==> src/hw/stbuf_pkg.sv <==
package stbuf_pkg;

  // shift FIFO geometry
  localparam int SRL_DEPTH   = 16;
  localparam int SRL_LEVEL_W = $clog2(SRL_DEPTH + 1);  // 0..16 needs 5 bits

  typedef logic [SRL_LEVEL_W-1:0] srl_level_t;

  // apb widths
  typedef logic [7:0]  apb_addr_t;
  typedef logic [31:0] apb_data_t;

  // master to slave
  typedef struct packed {
    apb_addr_t paddr;
    logic      psel;
    logic      penable;
    logic      pwrite;
    apb_data_t pwdata;
  } apb_req_t;

  // slave to master
  typedef struct packed {
    apb_data_t prdata;
    logic      pready;
    logic      pslverr;
  } apb_rsp_t;

  // status bits common to both FIFOs
  typedef struct packed {
    logic empty;
    logic full;
  } fifo_flags_t;

  // register map
  localparam apb_addr_t REG_CTRL   = 8'h00;
  localparam apb_addr_t REG_STATUS = 8'h04;
  localparam apb_addr_t REG_LEVEL  = 8'h08;
  localparam apb_addr_t REG_ERR    = 8'h0C;

  // field positions
  localparam int CTRL_ENABLE_BIT  = 0;
  localparam int CTRL_FLUSH_BIT   = 1;  // self-clearing
  localparam int ERR_OVERRUN_BIT  = 0;
  localparam int ERR_UNDERRUN_BIT = 1;
  localparam int LEVEL_RAM_LSB    = 8;  // ram level sits above the srl level

endpackage
==> src/hw/stbuf_top.sv <==
`timescale 1ns/1ps

module stbuf_top #(
  parameter int P_DATA_W = 32,
  parameter int P_RAM_AW = 3
) (
  input  logic                i_clk,
  input  logic                i_arst_n,
  input  logic                i_push,
  input  logic [P_DATA_W-1:0] i_push_data,
  output logic                o_in_full,
  output logic                o_out_valid,
  output logic [P_DATA_W-1:0] o_out_data,
  input  logic                i_pop,
  input  stbuf_pkg::apb_req_t i_apb,
  output stbuf_pkg::apb_rsp_t o_apb
);

  stbuf_pkg::fifo_flags_t srl_flags;
  stbuf_pkg::fifo_flags_t ram_flags;
  stbuf_pkg::srl_level_t  srl_level;
  logic [P_RAM_AW:0]      ram_level;
  logic [P_DATA_W-1:0]    srl_head;
  logic                   xfer;       // pops the shift FIFO and pushes the RAM FIFO
  logic                   enable;
  logic                   flush;
  logic                   drop;
  logic                   underrun;

  // one word per cycle while enabled and not blocked
  assign xfer = enable & ~srl_flags.empty & ~ram_flags.full;

  shift_reg_fifo #(
    .P_DATA_W (P_DATA_W)
  ) u_srl_fifo (
    .i_clk       (i_clk),
    .i_arst_n    (i_arst_n),
    .i_flush     (flush),
    .i_push      (i_push),
    .i_push_data (i_push_data),
    .i_pop       (xfer),
    .o_head      (srl_head),
    .o_flags     (srl_flags),
    .o_level     (srl_level),
    .o_drop      (drop)
  );

  ram_fifo #(
    .P_DATA_W (P_DATA_W),
    .P_RAM_AW (P_RAM_AW)
  ) u_ram_fifo (
    .i_clk       (i_clk),
    .i_arst_n    (i_arst_n),
    .i_flush     (flush),
    .i_push      (xfer),
    .i_push_data (srl_head),
    .i_pop       (i_pop),
    .o_head      (o_out_data),
    .o_flags     (ram_flags),
    .o_level     (ram_level),
    .o_underrun  (underrun)
  );

  apb_status_regs #(
    .P_RAM_AW (P_RAM_AW)
  ) u_regs (
    .i_clk          (i_clk),
    .i_arst_n       (i_arst_n),
    .i_apb          (i_apb),
    .o_apb          (o_apb),
    .i_srl_flags    (srl_flags),
    .i_ram_flags    (ram_flags),
    .i_srl_level    (srl_level),
    .i_ram_level    (ram_level),
    .i_overrun_evt  (drop),
    .i_underrun_evt (underrun),
    .o_enable       (enable),
    .o_flush        (flush)
  );

  assign o_in_full   = srl_flags.full;
  assign o_out_valid = ~ram_flags.empty;  // fall-through head is valid

endmodule

==> src/hw/apb_status_regs.sv <==
`timescale 1ns/1ps

module apb_status_regs #(
  parameter int P_RAM_AW = 3
) (
  input  logic                   i_clk,
  input  logic                   i_arst_n,
  input  stbuf_pkg::apb_req_t    i_apb,
  output stbuf_pkg::apb_rsp_t    o_apb,
  input  stbuf_pkg::fifo_flags_t i_srl_flags,
  input  stbuf_pkg::fifo_flags_t i_ram_flags,
  input  stbuf_pkg::srl_level_t  i_srl_level,
  input  logic [P_RAM_AW:0]      i_ram_level,
  input  logic                   i_overrun_evt,
  input  logic                   i_underrun_evt,
  output logic                   o_enable,
  output logic                   o_flush
);

  logic                 access;
  logic                 wr;
  logic                 hit_ctrl;
  logic                 hit_status;
  logic                 hit_level;
  logic                 hit_err;
  logic                 addr_ok;
  logic                 overrun;
  logic                 underrun;
  stbuf_pkg::apb_data_t rdata;

  // access phase, slave never stalls
  assign access = i_apb.psel & i_apb.penable;
  assign wr     = access & i_apb.pwrite;

  assign hit_ctrl   = (i_apb.paddr == stbuf_pkg::REG_CTRL);
  assign hit_status = (i_apb.paddr == stbuf_pkg::REG_STATUS);
  assign hit_level  = (i_apb.paddr == stbuf_pkg::REG_LEVEL);
  assign hit_err    = (i_apb.paddr == stbuf_pkg::REG_ERR);
  assign addr_ok    = hit_ctrl | hit_status | hit_level | hit_err;

  // control register, flush lives for one cycle only
  always_ff @(posedge i_clk or negedge i_arst_n) begin
    if (!i_arst_n) begin
      o_enable <= 1'b0;
      o_flush  <= 1'b0;
    end else begin
      o_flush <= wr & hit_ctrl & i_apb.pwdata[stbuf_pkg::CTRL_FLUSH_BIT];
      if (wr && hit_ctrl) begin
        o_enable <= i_apb.pwdata[stbuf_pkg::CTRL_ENABLE_BIT];
      end
    end
  end

  // sticky error bits, a new event beats the clear
  always_ff @(posedge i_clk or negedge i_arst_n) begin
    if (!i_arst_n) begin
      overrun  <= 1'b0;
      underrun <= 1'b0;
    end else begin
      if (i_overrun_evt) begin
        overrun <= 1'b1;
      end else if (wr && hit_err && i_apb.pwdata[stbuf_pkg::ERR_OVERRUN_BIT]) begin
        overrun <= 1'b0;
      end
      if (i_underrun_evt) begin
        underrun <= 1'b1;
      end else if (wr && hit_err && i_apb.pwdata[stbuf_pkg::ERR_UNDERRUN_BIT]) begin
        underrun <= 1'b0;
      end
    end
  end

  // read mux
  always_comb begin
    rdata = '0;
    if (hit_ctrl) begin
      rdata[stbuf_pkg::CTRL_ENABLE_BIT] = o_enable;  // flush reads back as 0
    end else if (hit_status) begin
      rdata[0] = i_srl_flags.empty;
      rdata[1] = i_srl_flags.full;
      rdata[2] = i_ram_flags.empty;
      rdata[3] = i_ram_flags.full;
    end else if (hit_level) begin
      rdata[stbuf_pkg::SRL_LEVEL_W-1:0]                  = i_srl_level;
      rdata[stbuf_pkg::LEVEL_RAM_LSB +: P_RAM_AW + 1]    = i_ram_level;
    end else if (hit_err) begin
      rdata[stbuf_pkg::ERR_OVERRUN_BIT]  = overrun;
      rdata[stbuf_pkg::ERR_UNDERRUN_BIT] = underrun;
    end
  end

  // response only during the access phase
  assign o_apb.prdata  = (access && !i_apb.pwrite) ? rdata : '0;
  assign o_apb.pready  = access;
  assign o_apb.pslverr = access & ~addr_ok;

  // protocol checks on the master side
  a_penable_psel: assert property (
    @(posedge i_clk) disable iff (!i_arst_n)
    i_apb.penable |-> i_apb.psel
  );

  // setup phase is always followed by its access phase
  a_setup_access: assert property (
    @(posedge i_clk) disable iff (!i_arst_n)
    (i_apb.psel && !i_apb.penable) |=> (i_apb.psel && i_apb.penable)
  );

endmodule

==> src/hw/ram_fifo.sv <==
`timescale 1ns/1ps

module ram_fifo #(
  parameter int P_DATA_W = 32,
  parameter int P_RAM_AW = 3
) (
  input  logic                   i_clk,
  input  logic                   i_arst_n,
  input  logic                   i_flush,
  input  logic                   i_push,
  input  logic [P_DATA_W-1:0]    i_push_data,
  input  logic                   i_pop,
  output logic [P_DATA_W-1:0]    o_head,
  output stbuf_pkg::fifo_flags_t o_flags,
  output logic [P_RAM_AW:0]      o_level,
  output logic                   o_underrun
);

  localparam int DEPTH = 1 << P_RAM_AW;

  logic [P_DATA_W-1:0] mem [DEPTH];
  logic [P_RAM_AW-1:0] wr_ptr;
  logic [P_RAM_AW-1:0] rd_ptr;
  logic [P_RAM_AW:0]   count;
  logic                full;
  logic                empty;
  logic                pop_ok;

  assign full   = (count == (P_RAM_AW + 1)'(DEPTH));
  assign empty  = (count == '0);
  assign pop_ok = i_pop & ~empty;

  // storage, written at the push edge
  always_ff @(posedge i_clk) begin
    if (i_push) begin
      mem[wr_ptr] <= i_push_data;
    end
  end

  // fall-through head, a new word shows one cycle after its push
  assign o_head = mem[rd_ptr];

  // pointers wrap on their own width
  always_ff @(posedge i_clk or negedge i_arst_n) begin
    if (!i_arst_n) begin
      wr_ptr <= '0;
      rd_ptr <= '0;
    end else if (i_flush) begin
      wr_ptr <= '0;
      rd_ptr <= '0;
    end else begin
      if (i_push) begin
        wr_ptr <= wr_ptr + 1'b1;
      end
      if (pop_ok) begin
        rd_ptr <= rd_ptr + 1'b1;
      end
    end
  end

  // separate count keeps full and empty apart when the pointers meet
  always_ff @(posedge i_clk or negedge i_arst_n) begin
    if (!i_arst_n) begin
      count <= '0;
    end else if (i_flush) begin
      count <= '0;
    end else begin
      case ({i_push, pop_ok})
        2'b10:   count <= count + 1'b1;
        2'b01:   count <= count - 1'b1;
        default: count <= count;
      endcase
    end
  end

  always_ff @(posedge i_clk or negedge i_arst_n) begin
    if (!i_arst_n) begin
      o_underrun <= 1'b0;
    end else begin
      o_underrun <= i_pop & empty;  // pop ignored, reported next cycle
    end
  end

  assign o_flags.empty = empty;
  assign o_flags.full  = full;
  assign o_level       = count;

  // the transfer path upstream must hold off while full
  a_no_push_full: assert property (
    @(posedge i_clk) disable iff (!i_arst_n)
    !(i_push && full)
  );

endmodule

==> src/hw/shift_reg_fifo.sv <==
`timescale 1ns/1ps

module shift_reg_fifo #(
  parameter int P_DATA_W = 32
) (
  input  logic                   i_clk,
  input  logic                   i_arst_n,
  input  logic                   i_flush,
  input  logic                   i_push,
  input  logic [P_DATA_W-1:0]    i_push_data,
  input  logic                   i_pop,
  output logic [P_DATA_W-1:0]    o_head,
  output stbuf_pkg::fifo_flags_t o_flags,
  output stbuf_pkg::srl_level_t  o_level,
  output logic                   o_drop
);

  localparam int IDX_W = $clog2(stbuf_pkg::SRL_DEPTH);

  logic [P_DATA_W-1:0]   mem [stbuf_pkg::SRL_DEPTH];
  stbuf_pkg::srl_level_t level;
  stbuf_pkg::srl_level_t level_m1;
  logic [IDX_W-1:0]      rd_idx;
  logic                  full;
  logic                  empty;
  logic                  push_ok;
  logic                  pop_ok;

  assign full    = (level == stbuf_pkg::srl_level_t'(stbuf_pkg::SRL_DEPTH));
  assign empty   = (level == '0);
  assign push_ok = i_push & ~full;  // dropped when full, even with a pop
  assign pop_ok  = i_pop & ~empty;

  // oldest word sits at level-1, newest always at index 0
  assign level_m1 = level - 1'b1;
  assign rd_idx   = level_m1[IDX_W-1:0];
  assign o_head   = mem[rd_idx];

  // tapped shift register, shifts on every accepted push
  always_ff @(posedge i_clk) begin
    if (push_ok) begin
      mem[0] <= i_push_data;
      for (int i = 1; i < stbuf_pkg::SRL_DEPTH; i++) begin
        mem[i] <= mem[i-1];
      end
    end
  end

  // occupancy doubles as the read address
  always_ff @(posedge i_clk or negedge i_arst_n) begin
    if (!i_arst_n) begin
      level <= '0;
    end else if (i_flush) begin
      level <= '0;
    end else begin
      case ({push_ok, pop_ok})
        2'b10:   level <= level + 1'b1;
        2'b01:   level <= level - 1'b1;
        default: level <= level;  // idle, or push and pop together
      endcase
    end
  end

  always_ff @(posedge i_clk or negedge i_arst_n) begin
    if (!i_arst_n) begin
      o_drop <= 1'b0;
    end else begin
      o_drop <= i_push & full;  // one-cycle pulse per lost word
    end
  end

  assign o_flags.empty = empty;
  assign o_flags.full  = full;
  assign o_level       = level;

  // the read address must stay inside the tap range
  a_level_range: assert property (
    @(posedge i_clk) disable iff (!i_arst_n)
    level <= stbuf_pkg::srl_level_t'(stbuf_pkg::SRL_DEPTH)
  );

endmodule

==> config.mk <==
export PLATFORM = sky130hd
export DESIGN_NAME = stbuf_top
export DESIGN_NICKNAME = d
export VERILOG_FILES = /design/src/hw/stbuf_pkg.sv /design/src/hw/stbuf_top.sv /design/src/hw/apb_status_regs.sv /design/src/hw/ram_fifo.sv /design/src/hw/shift_reg_fifo.sv
export SDC_FILE = /design/constraint.sdc
export NUM_CORES = 1
export LEC_CHECK = 0
export BUFFER_PORTS_ARGS = -buffer_cell sky130_fd_sc_hd__buf_2
export CAP_MARGIN = 20
export CORE_MARGIN = 5
export CORE_UTILIZATION = 29
export DETAILED_ROUTE_END_ITERATION = 12
export GPL_TIMING_DRIVEN = 0
export MAX_ROUTING_LAYER = met4
export PLACE_DENSITY = 0.43
export SETUP_SLACK_MARGIN = 0.05
export SYNTH_ARGS = -nofsm -noshare
export SYNTH_HDL_FRONTEND = slang
export SYNTH_SLANG_ARGS = --single-unit
export TNS_END_PERCENT = 50
==> constraint.sdc <==
create_clock -name i_clk -period 19.5 [get_ports i_clk]
set_input_delay 1.95 -clock i_clk [delete_from_list [all_inputs] [get_ports i_clk]]
set_output_delay 1.95 -clock i_clk [all_outputs]
set_load 0.02 [all_outputs]
# Yosys cells after proc, flatten, opt, wreduce, memory -nomap -nowiden
# Memories as Yosys holds them, arrays and structs flattened.
# Cells that the tools add are included.
[totals] ff_bits=21 ramBits=768 inputBits=79 word_cells=89 n_memories=2
[classes] n_addsub=6 eq_ne=9 n_mux=27 bitwise_logic=20 reduce_logical=15
[memory_table] name="u_srl_fifo.mem" words=16 width=32 rd=16 rd_ports_with_merged_regs=0 write_ports=16 line="shift_reg_fifo.sv:20" text="logic [P_DATA_W-1:0] mem [stbuf_pkg::SRL_DEPTH];"
[memory_table] name="u_ram_fifo.mem" words=8 width=32 rd=1 rd_ports_with_merged_regs=0 write_ports=1 line="ram_fifo.sv:21" text="logic [P_DATA_W-1:0] mem [DEPTH];"
[ops] cell="two-way mux 4 bit" count=6
[ops] cell="== test 8 x 4 -> 1 bit (second input constant)" count=2
[ops] cell="two-way mux 3 bit" count=5
[ops] cell="bitwise AND 1 bit" count=12
[ops] cell="two-way mux 12 bit" count=1
[ops] cell="two-way mux 1 bit" count=10
[ops] cell="case mux 5 bit (2 select lines)" count=1
[ops] cell="== test 8 x 3 -> 1 bit (second input constant)" count=1
[ops] cell="logical NOT 8 bit" count=1
[ops] cell="case mux 4 bit (2 select lines)" count=1
[ops] cell="nonzero test 2 bit" count=4
[ops] cell="adder 3 x 1 -> 3 bit (second input constant)" count=2
[ops] cell="nonzero test 3 bit" count=2
[ops] cell="adder 5 x 1 -> 5 bit (second input constant)" count=1
[ops] cell="== test 5 bit (second input constant)" count=1
[ops] cell="logical AND 1 bit" count=5
[ops] cell="logical NOT 5 bit" count=1
[ops] cell="two-way mux 5 bit" count=1
[ops] cell="NOT 1 bit" count=5
[ops] cell="subtractor 5 x 1 -> 5 bit (second input constant)" count=1
[ops] cell="adder 4 x 1 -> 4 bit (second input constant)" count=1
[ops] cell="== test 2 x 1 -> 1 bit (second input constant)" count=2
[ops] cell="== test 2 bit (second input constant)" count=2
[ops] cell="== test 4 bit (second input constant)" count=1
[ops] cell="5 further kinds" count=8

# Longest topological paths before layout
[depth] depth_word=8 mapped_depth=15 mapped_depth_nobuf=12

# By module
# A second synthesis with hierarchy kept.
[hier_totals] hier_cells=1283 area_unflattened_um2=30560.6
[by_module_without_submodules] module="shift_reg_fifo" instances=1 cells_each=771 area_per_inst_um2=19726.4
[by_module_without_submodules] module="ram_fifo" instances=1 cells_each=446 area_per_inst_um2=10281.1
[by_module_without_submodules] module="apb_status_regs" instances=1 cells_each=64 area_per_inst_um2=536.8
[by_module_without_submodules] module="stbuf_top" instances=1 cells_each=2 area_per_inst_um2=16.3

# Least setup slack after synthesis
# No wires, ideal clock.
[synth_timing] path_kind="input port to flip-flop" start="input i_push" end="memory u_srl_fifo.mem[0][0] (enable)" arrival_time_ns=11.915 required_ns=18.640 setup_slack_ns=6.725 cell_stages=2 n_path_buf=0 path_cell_list="nand2b_1 > inv_1"
[synth_rtl] item="start: declaration" line="stbuf_top.sv:9" text="input logic i_push,"
[synth_rtl] item="end: declaration" line="shift_reg_fifo.sv:20"

==> metrics.csv <==
stage;metric;value;unit
placement;dpl hpwl;40.0;mm
detailed_routing;Post-DRT Antenna Nets;0;
detailed_routing;DRT iter0 DRCs;878;
global_route;pin count of the biggest net entering global routing;145;
detailed_routing;final wirelength;61.6;mm
cells_and_area;final core utilization;34.5;%
clocking;post_cts resized;0;
synthesis;Post-Syn Area;0.0304;mm2
synthesis;Yosys cell types;46;
placement;GP Congestion;0.702;
critical_path;WP data arrival;3510;ps
timing;Fin Setup TNS;0;ps
synthesis;simple-gate share of the synthesized area;1.36;%
clocking;clk sinks;789;
run;Max Cap Viol;0;
detailed_routing;Via density;4.48;
synthesis;Seq/Total Area, Yosys;77.6;%
critical_path;crit path kind;in2out;
critical_path;CP max FO;5;
critical_path;worst r2r path cells;8;
clocking;Root Driver;clkbuf_16;
clocking;TritonCTS clock tree;yes;
detailed_routing;DR vias;13177;
die;row cnt;118;
timing;Least-Margin Pin Slew;991;ps
synthesis;Synth Register Bits;789;
synthesis;Compound-Gate Fraction of Synth Area;0.420;%
die;Die ar.;0.111;mm2
synthesis;Synth Area in Adders;0.412;%
detailed_routing;Pre-antenna DRT Iters;5;
pwr;PD cells;165;mW/mm2
synthesis;post-synth top area share;75.9;%
timing;Tmin final;5460;ps
die;Ports;147;
pwr;Pleak;11.7;nW
detailed_routing;DRC viols;0;
cells_and_area;nets;1582;
synthesis;largest family of logic cells by synthesized area;multiplexers;
global_route;GRT Max-Usage Layer;met2;
clocking;Max Buffers Root-to-Sink;3;
detailed_routing;Avg WL per Cell;20.9;um
timing;Slew headroom;33.9;%
timing;Final Max Tran Viols;0;
global_route;first-pass GRT wire length;92.4;mm
global_route;initial antenna violation count;1;
die;Starting Density;29.3;%
synthesis;post-synthesis mux area share;18.0;%
synthesis;Ys Warns;0;
global_route;routing usage on met3;1.83;%
clocking;CTS Hold Bufs;0;
timing;unrepaired setup endpoints after global routing;no;
cells_and_area;share of cells above drive strength 1;35.5;%
cells_and_area;area grow syn2layout;17.7;%
critical_path;Req. time, crit path;17550;ps
min_path;hold path depth;1;
clocking;Clock Latency Late Sink;630;ps
synthesis;Yosys top cell by area;edfxtp_1;
clocking;CTS clk-pin slew, worst paths;60;ps
pwr;Max VDD drop;0.0000609;V
global_route;GRT met1 Usage;15.0;%
clocking;CTS Buf Count;87;
critical_path;crit start category;primary input;
timing;Max Fclk;183;MHz
cells_and_area;fillers;9601;
placement;Port Buffers;91;
synthesis;syn_area_per_cell;24.1;um2
run_status;status;finished, final reports clean;
timing;final worst-path cycle share;28.0;%
global_route;vias in the first global route;14416;
critical_path;crit path capture type;output pin;
die;core region area;0.104;mm2
timing;clk_skew;19.3;ps
min_path;HP Class;reg2reg;
timing;Final Hold Fails;0;
die;Die Y;334;um
global_route;GRT overflow;0;
synthesis;Synth Area in XOR/XNOR;0.424;%
timing;Final setup viols;0;
global_route;Global Route Usage Sum;11.2;%
die;Die Width;334;um
clocking;Post CTS Setup Buffer Count;0;
synthesis;top post-synthesis cells by area;edfxtp_1, mux4_2, dfrtp_1, mux2_2, buf_4;
clocking;htree depth;3;
global_route;met2 Usage GRT;17.8;%
synthesis;Mapped Cells;1262;
pwr;Power Total;5.92;mW
[kinds of logic after synthesis]
logic type | after synthesis
compound gates | 19
xor+xnor | 13
fa+ha+maj | 10
buf+inv | 93
flops | 789
mux | 263
other cells | 1
simple gates | 74
[layer usage]
layer,vias to the layer above,routed length (um)
met3,73,2210
met2,200,30000
met5,-,0
met4,0,1010
li1,5823,-
met1,7081,28400
[flip-flops by register name, summed over array words and instances, names as in the netlist, 3 cells and up]
| signal | count |
|---|---|
| u_srl_fifo.mem | 512 |
| u_ram_fifo.wr_ptr | 3 |
| u_ram_fifo.rd_ptr | 3 |
| u_ram_fifo.mem | 256 |
| u_ram_fifo.o_level | 4 |
| u_srl_fifo.o_level | 5 |
[layout by cell type (no fill, tap or decap), types with 4 or more instances in the layout]
cell type / synthesis / final
mux2i_1: 5 / 5
buf_16: 0 / 4
ha_1: 10 / 10
clkbuf_1: 30 / 47
clkbuf_16: 0 / 88
buf_1: 4 / 4
conb_1: 1 / 23
nor2_1: 19 / 16
a21oi_1: 6 / 6
dfrtp_1: 21 / 21
nand2_1: 9 / 9
buf_6: 8 / 25
inv_1: 6 / 5
nor3_2: 1 / 5
nand3_1: 4 / 4
mux2_2: 32 / 32
buf_4: 24 / 29
buf_2: 19 / 110
xor2_1: 7 / 7
nand2b_1: 7 / 7
bufinv_16: 0 / 4
clkinvlp_4: 0 / 5
xnor2_1: 4 / 4
edfxtp_1: 768 / 768
clkinv_1: 0 / 27
and2_1: 8 / 8
nor4_1: 5 / 4
mux4_2: 224 / 224
clkinv_2: 0 / 11
[area by class of cell]
cell class                      count  area [um2]  share of cell area [%]
Clock inverter                     53         400                    1.12
Timing Repair Buffer              120         855                    2.39
Clock buffer                      105        2270                    6.33
Sequential cell                   789       23600                    65.9
Tap cell                         1380        1730                    4.83
Inverter                            8        37.5                   0.105
Buffer                             85         493                    1.38
Antenna cell                        2        5.00                  0.0140
Multi-Input combinational cell    402        6410                    17.9
[cell usage after synthesis, drive strengths merged]
cell	count
nor3	6
dfrtp	21
nor3b	1
xor2	7
nand4bb	1
nor4	5
o31ai	1
and2	9
nor2	19
or4b	3
a211oi	2
nor2b	3
o21ai	1
and3	1
nand2	9
a22oi	3
a21boi	1
nand2b	7
nand4	1
nand4b	3
or3	1
inv	8
a221oi	1
edfxtp	768
o22ai	1
nand3	4
a21oi	6
mux2	34
ha	10
mux4	224
nor4bb	1
xnor2	6
o41ai	2
buf	55
conb	1
o21a	1
mux2i	5
clkbuf	30
[metrics by stage]
step	instance area (um2)	instances	hold WS [ps]	setup slack, ps
after CTS	35800	2942	427	14040
after floorplan	30500	1284	408	6720
after detailed placement	33100	2784	413	14070
after global placement	32700	2755	421	3110
after global routing	35800	2942	446	13950
final	35800	2944	427	14040
[worst paths after layout]
path                                  startpoint                    end  slack, ps
max                                    i_apb[36]              o_apb[13]      14040
min                            u_srl_fifo.o_drop         u_regs.overrun        430
max reg2reg                u_srl_fifo.o_level[0]  u_ram_fifo.mem[0][25]      15380
min reg2reg                    u_srl_fifo.o_drop         u_regs.overrun        430
max in group asynchronous               i_arst_n  u_srl_fifo.o_level[0]      17850
min in group asynchronous               i_arst_n  u_ram_fifo.o_level[0]       1290
[power breakdown]
| part | internal (mW) | switching, mW | leakage [nW] |
|---|---|---|---|
| combinational | 0.817 | 1.15 | 2.87 |
| clock | 0.882 | 0.656 | 1.29 |
| sequential | 2.34 | 0.0727 | 7.56 |
| total | 4.04 | 1.88 | 11.7 |
[worst max-delay path: stages]
cell	delay, ps
buf_2	90
nor4_1	350
nand4b_1	250
nor3b_1	500
and2_1	200
buf_2	160
No activity file was read; power rests on OpenSTA's default activity.
